[config.mk]
export PLATFORM = sky130hd
export DESIGN_NAME = gateUnit
export DESIGN_NICKNAME = d
export VERILOG_FILES = /design/src/design/lstmFixedPkg.sv /design/src/design/lstmControlPkg.sv /design/src/design/gateUnit.sv
export VERILOG_INCLUDE_DIRS = /design/src /design/src/design
export SDC_FILE = /design/constraint.sdc
export NUM_CORES = 2
export LEC_CHECK = 0
export ABC_AREA = 1
export ABC_CLOCK_PERIOD_IN_PS = 11700
export BUFFER_PORTS_ARGS = -buffer_cell sky130_fd_sc_hd__buf_2
export CORE_AREA = 2 2 368 370
export CTS_BUF_LIST = sky130_fd_sc_hd__clkbuf_16
export CTS_CLUSTER_SIZE = 40
export DETAILED_ROUTE_END_ITERATION = 8
export DIE_AREA = 0 0 370 372
export PLACE_DENSITY_LB_ADDON = 0.12
export SYNTH_ARGS = -nofsm -noshare
export SYNTH_HDL_FRONTEND = slang
export SYNTH_SLANG_ARGS = --single-unit
[constraint.sdc]
create_clock -name clock -period 11.7 [get_ports clock]
set_clock_uncertainty 0.05 [all_clocks]
set_input_delay 0.585 -clock clock [delete_from_list [all_inputs] [get_ports clock]]
set_output_delay 0.585 -clock clock [all_outputs]
set_load 0.01 [all_outputs]
[src/design/lstm_defines.svh]
`ifndef LSTM_DEFINES_SVH
`define LSTM_DEFINES_SVH

// Fixed-point format Q6.11 with one sign bit
`define LSTM_QN 6
`define LSTM_QM 11
`define LSTM_WIDTH (`LSTM_QN + `LSTM_QM + 1)

// Layer sizes
`define LSTM_INPUT_SZ 2
`define LSTM_HIDDEN_SZ 4

// Input columns, then recurrent columns, then the bias column
`define LSTM_NUM_COLS (`LSTM_INPUT_SZ + `LSTM_HIDDEN_SZ + 1)

// Accumulate phase plus activate, update and the output register
`define LSTM_LATENCY (`LSTM_NUM_COLS + 3)

`endif

[src/design/lstmFixedPkg.sv]
`include "lstm_defines.svh"

package lstmFixedPkg;

    // One signed Q6.11 word
    typedef logic signed [`LSTM_WIDTH-1:0] fixed_t;

    typedef fixed_t [`LSTM_INPUT_SZ-1:0] inputVec_t;
    typedef fixed_t [`LSTM_HIDDEN_SZ-1:0] hiddenVec_t;

    // Pre-activations of all four gates
    typedef struct packed {
        hiddenVec_t z;
        hiddenVec_t i;
        hiddenVec_t f;
        hiddenVec_t o;
    } gatePre_t;

    localparam fixed_t FIXED_ONE = fixed_t'(1 << `LSTM_QM);

    // Full product, arithmetic shift back to Q6.11, truncated to the word
    function automatic fixed_t fixedMul(input fixed_t a, input fixed_t b);
        logic signed [2*`LSTM_WIDTH-1:0] full;
        full = a * b;
        return fixed_t'(full >>> `LSTM_QM);
    endfunction

endpackage

[src/design/lstmControlPkg.sv]
`include "lstm_defines.svh"

package lstmControlPkg;

    import lstmFixedPkg::*;

    localparam int ROW_BITS = $clog2(`LSTM_HIDDEN_SZ);
    localparam int COL_BITS = $clog2(`LSTM_NUM_COLS);

    typedef enum logic [1:0] {
        IDLE,
        ACCUMULATE,
        ACTIVATE,
        UPDATE
    } ctrlState_t;

    typedef enum logic [1:0] {
        GATE_Z,
        GATE_I,
        GATE_F,
        GATE_O
    } gateSel_t;

    // One weight word into one gate memory
    typedef struct packed {
        logic                enable;
        gateSel_t            gate;
        logic [ROW_BITS-1:0] row;
        logic [COL_BITS-1:0] column;
        fixed_t              value;
    } weightWrite_t;

    // Column step broadcast to every gate
    typedef struct packed {
        logic                clear;
        logic                accumulate;
        logic [COL_BITS-1:0] column;
        fixed_t              operand;
    } macStep_t;

endpackage

[src/design/gateUnit.sv]
`include "lstm_defines.svh"

module gateUnit
    import lstmFixedPkg::*;
    import lstmControlPkg::*;
(
    input  logic         clock,
    input  logic         reset,
    input  gateSel_t     gate,
    input  weightWrite_t weightWrite,
    input  macStep_t     macStep,
    output hiddenVec_t   preActivation
);

    // Rows are hidden units, columns are inputs, hidden state and bias
    fixed_t weights [`LSTM_HIDDEN_SZ][`LSTM_NUM_COLS];

    hiddenVec_t products;
    hiddenVec_t accum;
    logic       writeHit;

    assign writeHit = weightWrite.enable && (weightWrite.gate == gate);

    always_ff @(posedge clock) begin
        if (writeHit) begin
            weights[weightWrite.row][weightWrite.column] <= weightWrite.value;
        end
    end

    // One multiplier per row, all reading the same column
    always_comb begin
        for (int r = 0; r < `LSTM_HIDDEN_SZ; r++) begin
            products[r] = fixedMul(weights[r][macStep.column], macStep.operand);
        end
    end

    always_ff @(posedge clock) begin
        if (reset) begin
            accum <= '0;
        end else if (macStep.accumulate) begin
            for (int r = 0; r < `LSTM_HIDDEN_SZ; r++) begin
                // First column restarts the sum
                if (macStep.clear) begin
                    accum[r] <= products[r];
                end else begin
                    accum[r] <= accum[r] + products[r];
                end
            end
        end
    end

    assign preActivation = accum;

endmodule

==> metrics.md <==
| Metric | Value |
|---|---|
| Status | `completed` |
| Die width | `370 µm` |
| Period minus WS final | `9.520 ns` |
| Routed wire per std cell | `around 21 µm` |
| Largest cells by area after synthesis | `fa_1 (32%), edfxtp_1 (23%), inv_1 (8.7%)` |
| Placeable core area | `around 130000 µm²` |
| Share of layout cells above drive strength 1 | `0.05631` |
| DR pass1 iterations | `6` |
| Post-DP HPWL | `roughly 150000 µm` |
| Register area share after synthesis | `0.2492` |
| Tcrit/Tclk final | `0.8136` |
| Port bufs | `around 120` |
| Nets | `9008` |
| Synthesis-to-layout area growth | `6.553%` |
| Cell count after synthesis | `7522` |
| DRC | `0` |
| Die height | `372 µm` |
| Post-synthesis cell type count | `60` |
| WS Path Type | `in -> reg` |
| Initial DRC Count | `4539` |
| Worst skew pair latency | `0.71 ns` |
| WP data required | `12.25 ns` |
| Syn Nets | `9031` |
| Initial core utilization | `0.4954` |
| Post-CTS Setup Bufs | `0` |
| Post-cts gate resize count | `0` |
| CP endpoint kind | `register` |
| Slew @ Worst Pin | `1.222 ns` |
| GPL Wtd Cong | `0.9090` |
| WP data arrival | `10.07 ns` |
| Commonest cells in the netlist | `inv_1 (1550), nand2_1 (1166), nor2_1 (1149)` |
| Synth Register Bits | `576` |
| Syn. warnings | `0` |
| Die area | `between 100000 and 150000 µm²` |
| Synth area leader | `fa_1` |
| Fmax | `around 110 MHz` |
| Row cnt | `between 100 and 150` |
| CP max stage delay | `0.58 ns` |
| Final hold vios | `0` |
| Setup crit start kind | `primary input` |
| Mapped Area | `66520 µm²` |
| Fin. max-slew vios | `0` |
| Mapped Avg Cell Area | `around 8.8 µm²` |
| # IOs | `125` |
| Ys async rst share | `0` |
| Htree depth | `3` |
| Reg clk slew, reported paths | `0.09 ns` |
| Hold crit path type | `in -> reg` |
| RSZ-0062 raised after global routing | `no` |
| Clock tree sinks | `576` |
| Vias in the first global route | `51920` |
| Routed vias | `~51000` |
| Worst-path maximum fanout | `94` |
| Final setup TNS | `0 ns` |
| DRT Wirelength | `200000 µm` |
| CTS max path bufs | `3` |
| Worst slew margin | `0.1842` |
| Tot GR Track Use | `0.2967` |
| Num CTS Buffers | `66` |
| CTS Root Cell | `clkbuf_16` |
| CTS tree | `yes` |
| Antenna violations before repair | `8` |
| Max Cap Viol | `0` |
| Slowest CP cell | `fa_1` |
| GRT overflow | `0` |
| Routed Antenna Nets | `0` |
| Via density | `5.460` |
| Synth top area share | `0.3190` |
| Count leader, synth | `inv_1` |
| EDFF count, synth | `around 500` |
| Final setup viols | `0` |
| Largest net degree at the start of global routing | `171` |
| First-pass GRT wire length | `309500 µm` |
| Post-synth top flop | `edfxtp_1` |
| Post-CTS Hold Buffers | `0` |
cell type report:
type,instances,area (µm²)
Inverter,1595,5998
Clock buffer,68,1702
Fill cell,12560,63410
Multi-Input combinational cell,5048,42690
Antenna cell,2,5.005
Timing Repair Buffer,212,1335
Clock inverter,49,342.8
Tap cell,1781,2228
Sequential cell,576,16580
metrics by stage:
stage	util	cells	hold slack (ns)	area, µm²	setup slack (ns)
detailed placement	0.5126	9212	0.4318	68830	1.507
CTS	0.5278	9329	0.2247	70870	2.239
floorplan	-	7522	0.4562	66520	3.548
global route	0.5278	9329	0.2755	70870	1.564
global placement	0.5126	9212	0.4196	68830	1.495
finish	0.5278	9331	0.2745	70880	2.180
critical path: cells and delay by family:
kind                     cells  cell delay [ns]
AO/OA/AOI/OAI                7             1.59
adder cells (fa/ha/maj)      8             3.71
buffers and inverters       10             1.99
AND/OR/NAND/NOR             14             2.03
worst paths after layout:
path | from | end | slack (ns) | cells past startpoint
setup reg to reg | weights[1][94]$_DFFE_PP_ | preActivation[35]$_SDFFE_PP0P_ | 3.10 | 33
hold reg to reg | preActivation[41]$_SDFFE_PP0P_ | preActivation[41]$_SDFFE_PP0P_ | 0.44 | 2
hold / removal | macStep[22] | preActivation[68]$_SDFFE_PP0P_ | 0.27 | 3
setup / recovery | macStep[18] | preActivation[71]$_SDFFE_PP0P_ | 2.18 | 39
state kept, by name, summed over array words and instances (netlist names):
signal and flops:
preActivation 72, weights 504
routing by layer:
| metal | wire length (µm) | share of wire | vias up | track usage |
|---|---|---|---|---|
| li1 | - | - | 23080 | - |
| met1 | 88050 | 0.44 | 25520 | 0.4227 |
| met2 | 88900 | 0.44 | 1998 | 0.4633 |
| met3 | 16650 | 0.083 | 340 | 0.05630 |
| met4 | 6329 | 0.032 | 12 | 0.08544 |
| met5 | 111 | 0.00055 | - | 0 |
cell usage in the layout (no fill, tap or decap), types with 88 or more instances in the layout:
cell	synthesis	final
nand2_1	1166	1166
buf_4	11	89
buf_2	22	119
o211ai_1	88	88
inv_1	1550	1566
fa_1	1060	1060
edfxtp_1	504	504
nor2_1	1149	1127
ha_1	396	396
a21oi_1	244	244
nand3_1	190	190
o21ai_0	330	330
kinds of logic (layout without fill, tap and decap cells):
family                     Yosys count  count (layout)  share of synthesized area
DFF                                576             576                     0.2492
buffers and inverters             1898            1924                     0.1098
AOI/OAI and AO/OA                  850             850                    0.07505
xor gates and xnor gates           113             113                    0.01544
and+or+nand+nor                   2629            2629                     0.1570
adders and majority gates         1456            1456                     0.3935
other                                0               2                          0
Power is not shown: default switching activity piles up to over one toggle a cycle in this logic, so the estimate is an artifact.
