$ cat config.mk
export PLATFORM = sky130hd
export DESIGN_NAME = lstmController
export DESIGN_NICKNAME = d
export VERILOG_FILES = /design/src/design/lstmFixedPkg.sv /design/src/design/lstmControlPkg.sv /design/src/design/lstmController.sv
export VERILOG_INCLUDE_DIRS = /design/src /design/src/design
export SDC_FILE = /design/constraint.sdc
export NUM_CORES = 1
export LEC_CHECK = 0
export ABC_CLOCK_PERIOD_IN_PS = 2220
export BUFFER_PORTS_ARGS = -buffer_cell sky130_fd_sc_hd__buf_2
export CORE_MARGIN = 3
export CORE_UTILIZATION = 30
export CTS_CLUSTER_DIAMETER = 30
export DETAILED_ROUTE_END_ITERATION = 6
export GPL_TIMING_DRIVEN = 0
export PLACE_DENSITY = 0.67
export SETUP_SLACK_MARGIN = 0.3
export SYNTH_ARGS = -nofsm -noshare
export SYNTH_HDL_FRONTEND = slang
export SYNTH_SLANG_ARGS = --single-unit
export TNS_END_PERCENT = 50
$ cat constraint.sdc
create_clock -name clock -period 2.22 [get_ports clock]
set_input_delay 0.444 -clock clock [delete_from_list [all_inputs] [get_ports clock]]
set_output_delay 0.444 -clock clock [all_outputs]
set_load 0.005 [all_outputs]
$ cat src/design/lstm_defines.svh
`ifndef LSTM_DEFINES_SVH
`define LSTM_DEFINES_SVH

// Fixed-point format Q6.11 with one sign bit
`define LSTM_QN 6
`define LSTM_QM 11
`define LSTM_WIDTH (`LSTM_QN + `LSTM_QM + 1)

// Layer sizes
`define LSTM_INPUT_SZ 2
`define LSTM_HIDDEN_SZ 4

// Input columns, then recurrent columns, then the bias column
`define LSTM_NUM_COLS (`LSTM_INPUT_SZ + `LSTM_HIDDEN_SZ + 1)

// Accumulate phase plus activate, update and the output register
`define LSTM_LATENCY (`LSTM_NUM_COLS + 3)

`endif

$ cat src/design/lstmFixedPkg.sv
`include "lstm_defines.svh"

package lstmFixedPkg;

    // One signed Q6.11 word
    typedef logic signed [`LSTM_WIDTH-1:0] fixed_t;

    typedef fixed_t [`LSTM_INPUT_SZ-1:0] inputVec_t;
    typedef fixed_t [`LSTM_HIDDEN_SZ-1:0] hiddenVec_t;

    // Pre-activations of all four gates
    typedef struct packed {
        hiddenVec_t z;
        hiddenVec_t i;
        hiddenVec_t f;
        hiddenVec_t o;
    } gatePre_t;

    localparam fixed_t FIXED_ONE = fixed_t'(1 << `LSTM_QM);

    // Full product, arithmetic shift back to Q6.11, truncated to the word
    function automatic fixed_t fixedMul(input fixed_t a, input fixed_t b);
        logic signed [2*`LSTM_WIDTH-1:0] full;
        full = a * b;
        return fixed_t'(full >>> `LSTM_QM);
    endfunction

endpackage

$ cat src/design/lstmControlPkg.sv
`include "lstm_defines.svh"

package lstmControlPkg;

    import lstmFixedPkg::*;

    localparam int ROW_BITS = $clog2(`LSTM_HIDDEN_SZ);
    localparam int COL_BITS = $clog2(`LSTM_NUM_COLS);

    typedef enum logic [1:0] {
        IDLE,
        ACCUMULATE,
        ACTIVATE,
        UPDATE
    } ctrlState_t;

    typedef enum logic [1:0] {
        GATE_Z,
        GATE_I,
        GATE_F,
        GATE_O
    } gateSel_t;

    // One weight word into one gate memory
    typedef struct packed {
        logic                enable;
        gateSel_t            gate;
        logic [ROW_BITS-1:0] row;
        logic [COL_BITS-1:0] column;
        fixed_t              value;
    } weightWrite_t;

    // Column step broadcast to every gate
    typedef struct packed {
        logic                clear;
        logic                accumulate;
        logic [COL_BITS-1:0] column;
        fixed_t              operand;
    } macStep_t;

endpackage

$ cat src/design/lstmController.sv
`include "lstm_defines.svh"

module lstmController
    import lstmFixedPkg::*;
    import lstmControlPkg::*;
(
    input  logic       clock,
    input  logic       reset,
    input  logic       newSample,
    input  inputVec_t  inputVec,
    input  hiddenVec_t hiddenState,
    output macStep_t   macStep,
    output logic       activate,
    output logic       update,
    output logic       outputValid
);

    localparam logic [COL_BITS-1:0] LAST_COL = COL_BITS'(`LSTM_NUM_COLS - 1);

    ctrlState_t          state;
    logic [COL_BITS-1:0] column;
    inputVec_t           sampleVec;
    fixed_t              operand;
    logic                accept;

    // Requests outside IDLE are dropped
    assign accept = (state == IDLE) && newSample;

    always_ff @(posedge clock) begin
        if (reset) begin
            state       <= IDLE;
            column      <= '0;
            outputValid <= 1'b0;
        end else begin
            outputValid <= (state == UPDATE);
            case (state)
                IDLE: begin
                    if (accept) begin
                        state  <= ACCUMULATE;
                        column <= '0;
                    end
                end
                ACCUMULATE: begin
                    if (column == LAST_COL) begin
                        state <= ACTIVATE;
                    end else begin
                        column <= column + 1'b1;
                    end
                end
                ACTIVATE: state <= UPDATE;
                default:  state <= IDLE;
            endcase
        end
    end

    always_ff @(posedge clock) begin
        if (accept) begin
            sampleVec <= inputVec;
        end
    end

    // Input words, then the previous hidden vector, then the bias
    always_comb begin
        if (column < `LSTM_INPUT_SZ) begin
            operand = sampleVec[column];
        end else if (column < `LSTM_INPUT_SZ + `LSTM_HIDDEN_SZ) begin
            operand = hiddenState[column - `LSTM_INPUT_SZ];
        end else begin
            operand = FIXED_ONE;
        end
    end

    assign macStep.accumulate = (state == ACCUMULATE);
    assign macStep.clear      = (state == ACCUMULATE) && (column == '0);
    assign macStep.column     = column;
    assign macStep.operand    = operand;

    assign activate = (state == ACTIVATE);
    assign update   = (state == UPDATE);

endmodule

==> results.yml, run 1 <==
grt:
  gr-total-overflow: 0
  grt_pass1_vias: 2089
  grt_usage_pct: 14.9
  antenna_found_initial: 0
  grt_max_degree: 37
  grt_pass1_wl_um: 10300
die:
  die_h_um: 96.1
  rows: 32
  start_util_pct: 31.2
  ios: 137
  die-area_um2: 9240
  coreArea_um2: 7810
  die_x_um: 96.1
synth:
  syn_inst: 206
  synth_area_per_cell_um2: 11.8
  synthTopCellsByArea: "edfxtp_1 44%, mux2i_1 22%, o21a_1 5.2%"
  yosys_register_bits: 42
  yosysTopAreaCell: "edfxtp_1"
  synth_cell_types: 28
  synth-edff-count: 36
  yosys_warnings: 0
  synth-main-ff-cell: "edfxtp_1"
  syn_nets: 326
  synth_area_um2: 2440
  async_flop_share_pct: 0
  synth_top_area_share_pct: 44.4
  yosysSeqAreaShare_pct: 49.3
timing:
  setup_viol: 0
  tns_ns: 0
  post-route-min-period_ns: 2.05
  fin_worst_skew_ns: 0.00561
  slew_violations: 0
  finalHoldViolations: 0
  fmax_mhz: 488
  rsz0062_at_grt: "yes"
  worstMarginPinSlew_ns: 0.480
  maxSlewHeadroom_pct: 68.0
  finalCritPeriodShare_pct: 92.3
hold_path:
  hold_path_class: "in2reg"
  holdPathStages: 1
  hold_end: "sampleVec[10]"
  hold_path_startpoint: "inputVec[10]"
cells_and_area:
  fillers: 734
  area_growth_pct: 48.0
  postLayoutCoreUtil_pct: 46.2
  drive_gt1_share_pct: 51.5
  seq_area_um2: 1200
  nets: 474
  fin_cells: 457
  num_antenna_cells: 0
  multi_input_area_um2: 1210
clock_network:
  cts.htree.levels: 2
  cts_num_sinks: 42
  tritoncts: "yes"
  clkTransAtPathRegs_ns: 0.09
  clock_latency_ns: 0.30
  hold_buffers: 0
  cts_buffer_depth: 2
  root_buffer: "clkbuf_8"
  cts_made_buffers: 5
placed_design:
  dpl.hpwl_um: 5370
  portBuffers: 136
  place_congestion: 0.806
  dp.cells: 444
flow_run:
  drv_cap: 0
setup_path:
  r2r_cells: 8
  crit_required_ns: 1.78
  cp_data_arrival_time_ns: 1.60
  criticalPathCategory: "reg2out"
  end_kind: "primary output"
  regToRegSetupSlack_ns: 0.33
  r2r_end: "column[0]"
  start_kind: "flop"
  r2r-start: "column[0]"
  path_max_fanout: 10
route:
  route.vias.total: 2158
  viasPerCell: 4.72
  dr.pass1.iters: 4
  route.detailed.drc: 0
  routed_wl_um: 7240
  routedWlPerCell_um: 15.8
  ant_nets: 0
  drtIter0Drc: 84
pwr:
  powerDensity_nw_per_um2: 821
  leakage_nw: 1.52
  ir_drop_uv: 340
outcome:
  outcome: "complete, no violations"
[area by class of cell]
type | count | area share, %
multi-input combinational | 143 | 33.5
timing repair buffer | 141 | 21.4
clock inverter | 3 | 0.590
sequential | 42 | 33.4
inverter | 6 | 0.625
buffer | 15 | 5.07
clock buffer | 5 | 1.91
tap | 102 | 3.54
[power by group]
group	internal (W)	leakage (nW)	switching (W)
registers	0.00107	0.394	0.0000661
logic	0.000692	1.08	0.000621
clock network	0.000221	0.0441	0.000284
[critical path: stages (launching register included)]
cell	delay, ns
dfxtp_2	0.35
buf_8	0.14
buf_12	0.16
mux2i_2	0.23
o22ai_1	0.12
o21a_1	0.18
buf_2	0.12
[cell usage in the layout (no fill, tap or decap), drive strengths merged]
| master | n |
|---|---|
| mux2i | 53 |
| clkinvlp | 1 |
| ha | 9 |
| a211oi | 1 |
| edfxtp | 36 |
| o21ai | 4 |
| o22ai | 17 |
| nand3b | 1 |
| a21boi | 1 |
| o32ai | 1 |
| clkbuf | 13 |
| inv | 6 |
| nand4b | 1 |
| buf | 148 |
| dfxtp | 6 |
| and2 | 1 |
| o21a | 17 |
| nand2b | 1 |
| mux2 | 1 |
| a21oi | 6 |
| nor3b | 1 |
| nor2 | 2 |
| or4 | 3 |
| nor2b | 4 |
| clkinv | 2 |
| o31ai | 1 |
| and3 | 1 |
| nand2 | 17 |
[stage by stage]
| step | cell area (um^2) | setup slack, ns | total power (W) | hold WS [ns] |
|---|---|---|---|---|
| 4_1_cts | 3410 | 0.128 | 0.00283 | 0.308 |
| 5_1_grt | 3610 | 0.106 | 0.00317 | 0.291 |
| 2_1_floorplan | 2440 | 0.324 | 0.00186 | 0.496 |
| 3_3_place_gp | 3250 | 0.158 | 0.00225 | 0.528 |
| 6_report | 3610 | 0.171 | 0.00296 | 0.315 |
| 3_5_place_dp | 3250 | 0.134 | 0.00227 | 0.548 |
[state kept, by name (all words and copies together) (netlist names)]
name and count:
column 3, state 2, sampleVec 36, outputValid 1
[worst max path at each step]
stage	start	to	depth (start not counted)	slack, ns
5_1_grt	column[0]	macStep[13]	6	0.11
2_1_floorplan	column[0]	column[0]	8	0.32
4_1_cts	column[0]	macStep[17]	7	0.13
6_report	column[0]	macStep[5]	6	0.17
3_3_place_gp	column[0]	column[0]	8	0.16
3_5_place_dp	column[0]	column[0]	8	0.13
[synth_stat cells (all sizes together), types with 3 or more instances]
master	n
dfxtp	6
nor2b	4
nand2	17
buf	11
o21ai	4
mux2i	53
or4	3
a21oi	6
ha	9
o22ai	17
edfxtp	36
o21a	17
clkbuf	4
inv	6
[repair_timing]
| action | CTS | global route |
|---|---|---|
| buffers inserted | 0 | 2 |
| pin swaps | 0 | 2 |
| gates resized for setup | 25 | 28 |
| cloned | 0 | 3 |
| setup endpoints to repair | 20 | 56 |
[metal layers]
metal / GRT usage (%) / vias up / routed length (um)
met2: 26.5 / 68 / 3800
met4: 4.27 / 0 / 70
met3: 2.89 / 5 / 382
li1: - / 1078 / -
met1: 18.1 / 1007 / 2990
met5: 0 / - / 0
[cells by family (layout without fill, tap and decap cells)]
kind of cell               after synthesis  in the layout  synth area share, %
and+or+nand+nor                         32             32                 6.63
AOI/OAI and AO/OA                       48             48                 12.9
muxes                                   54             54                 22.2
DFF                                     42             42                 49.3
adders and majority gates                9              9                 4.62
buffers and inverters                   21            170                 4.26
No activity file was read; power rests on OpenSTA's default activity.
==> run 2, diff against run 1 <==
Settings changed: GPL_TIMING_DRIVEN 0 to not set, MAX_ROUTING_LAYER set to met4, SETUP_SLACK_MARGIN 0.3 to 0.5.
==> results.yml, run 2 (same netlist as run 1, synthesis figures left out) <==
grt:
  grt_usage_pct: 14.5
  gr-total-overflow: 0
  antenna_found_initial: 0
  grt_max_degree: 27
  grt_pass1_wl_um: 9840
  grt_pass1_vias: 2125
die:
  coreArea_um2: 7810
  rows: 32
  die-area_um2: 9240
  start_util_pct: 31.2
  ios: 137
  die_h_um: 96.1
  die_x_um: 96.1
route:
  routedWlPerCell_um: 15.5
  ant_nets: 0
  drtIter0Drc: 56
  routed_wl_um: 7110
  route.detailed.drc: 0
  route.vias.total: 2165
  viasPerCell: 4.71
  dr.pass1.iters: 4
clock_network:
  tritoncts: "yes"
  clkTransAtPathRegs_ns: 0.09
  hold_buffers: 0
  clock_latency_ns: 0.30
  cts_num_sinks: 42
  cts_buffer_depth: 2
  cts.htree.levels: 2
  root_buffer: "clkbuf_8"
  cts_made_buffers: 5
setup_path:
  r2r_cells: 7
  r2r-start: "column[0]"
  start_kind: "flop"
  cp.buffers_inverters: 3
  max_stage_delay_ns: 0.39
  cp_data_arrival_time_ns: 1.57
  criticalPathCategory: "reg2out"
  crit_path_cell_trace: "buf_6, buf_6, mux2i_2, o22ai_2, o21a_1, buf_2"
  critPathSlowestCell: "dfxtp_4"
  critical_path.startpoint: "column[0]"
  critPathMostFrequentCell: "buf_6"
  cp_top_family: "flip-flops"
  crit_required_ns: 1.78
  path_max_fanout: 4
  end_kind: "primary output"
  r2r_end: "column[0]"
  regToRegSetupSlack_ns: 0.40
cells_and_area:
  area_growth_pct: 47.7
  largest_register_ffs: 36
  fillers: 741
  postLayoutCoreUtil_pct: 46.1
  top_register: "sampleVec"
  mostFrequentLayoutCells: "136 x buf_2, 48 x mux2i_1, 36 x edfxtp_1"
  nets: 477
  layout_commonest_cell: "buf_2"
  reg_top3: "sampleVec x36, column x3, state x2"
  drive_gt1_share_pct: 50.8
  num_antenna_cells: 0
hold_path:
  holdPathStages: 1
  hold_path_startpoint: "inputVec[3]"
  hold_end: "sampleVec[3]"
  hold_path_class: "in2reg"
timing:
  maxSlewHeadroom_pct: 76.0
  slew_violations: 0
  tns_ns: 0
  worstMarginPinSlew_ns: 0.350
  setup_viol: 0
  holdWs_ns: 0.320
  rsz0062_at_grt: "yes"
  finalCritPeriodShare_pct: 90.8
  post-route-min-period_ns: 2.02
  fmax_mhz: 496
  finalHoldViolations: 0
  fin_worst_skew_ns: 0.00615
placed_design:
  dpl.hpwl_um: 5030
  portBuffers: 136
  place_congestion: 0.753
outcome:
  outcome: "complete, no violations"
pwr:
  ir_drop_uv: 443
  powerDensity_nw_per_um2: 817
  leakage_nw: 1.53
flow_run:
  drv_cap: 0
[run 2: changes by cell type in the layout (fill, tap and decap cells not counted), moves of 4 or more]
cell / previous run / this run
buf_12: 6 / 1
buf_4: 2 / 8
mux2i_1: 44 / 48
buf_6: 0 / 10
[run 2: what timing repair did]
item / in CTS / in global routing
setup buffers: 8 / 0
pin swaps: 1 / 8
endpoints found under the setup margin: 24 / 46
gates cloned: 0 / 2
gates resized for setup: 6 / 20
[run 2: layout make-up]
cell class              count  area (um^2)  share of cell area (%)
inverters                   6         22.5                   0.626
well taps                 102          128                    3.55
clock inverters             3         20.0                   0.557
multi-input cells         143         1180                    32.9
repair buffers            159          966                    26.9
flip-flops and latches     42         1210                    33.6
clock buffers               5         68.8                    1.91
[run 2: through the flow]
stage | instances | setup WS (ns) | cell area (um^2) | total power (W)
after detailed placement | 442 | 0.232 | 3280 | 0.00227
after CTS | 458 | 0.214 | 3470 | 0.00287
after floorplan | 206 | 0.324 | 2440 | 0.00186
final | 460 | 0.204 | 3600 | 0.00294
after global routing | 460 | 0.152 | 3600 | 0.00314
after global placement | 442 | 0.261 | 3280 | 0.00225
[run 2: how the worst max path moves through the flow]
stage,cells past startpoint,slack [ns],to
finish,6,0.20,macStep[14]
global route,6,0.15,macStep[14]
CTS,6,0.21,macStep[5]
detailed placement,5,0.23,macStep[0]
global placement,5,0.26,macStep[16]
floorplan,8,0.32,column[0]
[run 2: per-layer routing]
metal	vias to the layer above	routed length [um]	GRT usage [%]
met5	-	0	-
met1	1008	3040	17.9
met3	5	342	2.50
met2	74	3640	24.4
met4	0	86	4.27
li1	1078	-	-
[run 2: where the power goes]
part,switching [W],leakage (nW),total [W],internal (W)
Sequential,0.0000654,0.395,0.00114,0.00107
Combinational,0.000613,1.09,0.00130,0.000690
Clock,0.000277,0.0422,0.000498,0.000221
==> run 3, diff against run 2 <==
Settings changed: SETUP_SLACK_MARGIN 0.5 to 0.02.
==> results.yml, run 3 (same netlist as run 1, synthesis figures left out) <==
outcome:
  outcome: "complete, no violations"
setup_path:
  path_max_fanout: 26
  crit_required_ns: 1.78
  critPathSlowestCell: "dfxtp_4"
  start_kind: "flop"
  regToRegSetupSlack_ns: 0.47
  cp_data_arrival_time_ns: 1.60
  max_stage_delay_ns: 0.43
  end_kind: "primary output"
  crit_path_cell_trace: "buf_12, mux2i_1, o22ai_1, o21a_1, buf_2"
  criticalPathCategory: "reg2out"
timing:
  maxSlewHeadroom_pct: 70.0
  slew_violations: 0
  fin_worst_skew_ns: 0.00242
  finalCritPeriodShare_pct: 92.1
  setup_viol: 0
  holdWs_ns: 0.325
  post-route-min-period_ns: 2.05
  fmax_mhz: 489
  rsz0062_at_grt: "no"
  finalHoldViolations: 0
  tns_ns: 0
  worstMarginPinSlew_ns: 0.449
die:
  coreArea_um2: 7810
  start_util_pct: 31.2
  ios: 137
  die_h_um: 96.1
  rows: 32
  die-area_um2: 9240
  die_x_um: 96.1
cells_and_area:
  nets: 467
  mostFrequentLayoutCells: "136 x buf_2, 53 x mux2i_1, 36 x edfxtp_1"
  num_antenna_cells: 0
  area_growth_pct: 41.3
  drive_gt1_share_pct: 46.3
  largest_register_ffs: 36
  fillers: 751
  reg_top3: "sampleVec x36, column x3, state x2"
  top_register: "sampleVec"
  layout_commonest_cell: "buf_2"
  postLayoutCoreUtil_pct: 44.1
  fin_area_um2: 3440
route:
  ant_nets: 0
  route.vias.total: 2145
  routedWlPerCell_um: 14.4
  dr.pass1.iters: 4
  viasPerCell: 4.77
  route.detailed.drc: 0
  drtIter0Drc: 104
  routed_wl_um: 6500
pwr:
  powerDensity_nw_per_um2: 868
  ir_drop_uv: 277
  leakage_nw: 1.46
  p_total_w: 0.00299
grt:
  gr-total-overflow: 0
  antenna_found_initial: 0
  grt_usage_pct: 14.2
  grt_pass1_vias: 2003
  grt_max_degree: 37
  grt_pass1_wl_um: 9740
clock_network:
  post_cts_buffers: 0
  clock_latency_ns: 0.29
  ctsResizeCount: 0
  cts_num_sinks: 42
  cts_made_buffers: 5
  hold_buffers: 0
  clkTransAtPathRegs_ns: 0.08
  cts.htree.levels: 2
  root_buffer: "clkbuf_8"
  cts_buffer_depth: 2
  tritoncts: "yes"
hold_path:
  hold_path_class: "in2reg"
placed_design:
  dpl_cell_area_um2: 3280
  portBuffers: 136
  dpl.hpwl_um: 4870
  place_congestion: 0.721
flow_run:
  drv_cap: 0
[run 3: worst max-delay path: cells and delay by family, from the launching register on]
kind / cells / cell delay, ns
buf+inv: 2 / 0.34
compound gates: 2 / 0.30
flops: 1 / 0.43
mux: 1 / 0.23
[run 3: path summary, 6_finish.rpt]
| check | from | end | depth (start not counted) |
|---|---|---|---|
| max | column[0] | macStep[7] | 5 |
| min | inputVec[26] | sampleVec[26] | 1 |
| max reg2reg | column[0] | column[0] | 6 |
| min reg2reg | state[1] | state[1] | 2 |
[run 3: through the flow]
stage,setup WS (ns),instances
6_report,0.175,450
2_1_floorplan,0.275,206
3_3_place_gp,0.361,439
3_5_place_dp,0.391,439
4_1_cts,0.0475,447
5_1_grt,0.0394,450
[run 3: routing by layer]
| layer | global-route usage (%) | wire (um) | vias to the layer above |
|---|---|---|---|
| li1 | - | - | 1060 |
| met4 | 4.15 | 27 | 0 |
| met1 | 18.7 | 2740 | 1003 |
| met2 | 22.8 | 3320 | 80 |
| met3 | 2.19 | 414 | 2 |
| met5 | - | 0 | - |
[run 3: area by class of cell]
type	count	area (um^2)	share of cell area, %
clock buffer	5	68.8	2.00
inverter	6	22.5	0.654
multi-input combinational	143	1130	33.0
timing repair buffer	149	816	23.7
clock inverter	3	68.8	2.00
tap	102	128	3.71
sequential	42	1200	35.0
[run 3: report_power, final]
part | leakage, nW | total (W) | internal (W) | switching, W
sequential | 0.394 | 0.00114 | 0.00107 | 0.0000701
clock | 0.0683 | 0.000727 | 0.000451 | 0.000276
combinational | 0.994 | 0.00112 | 0.000571 | 0.000548
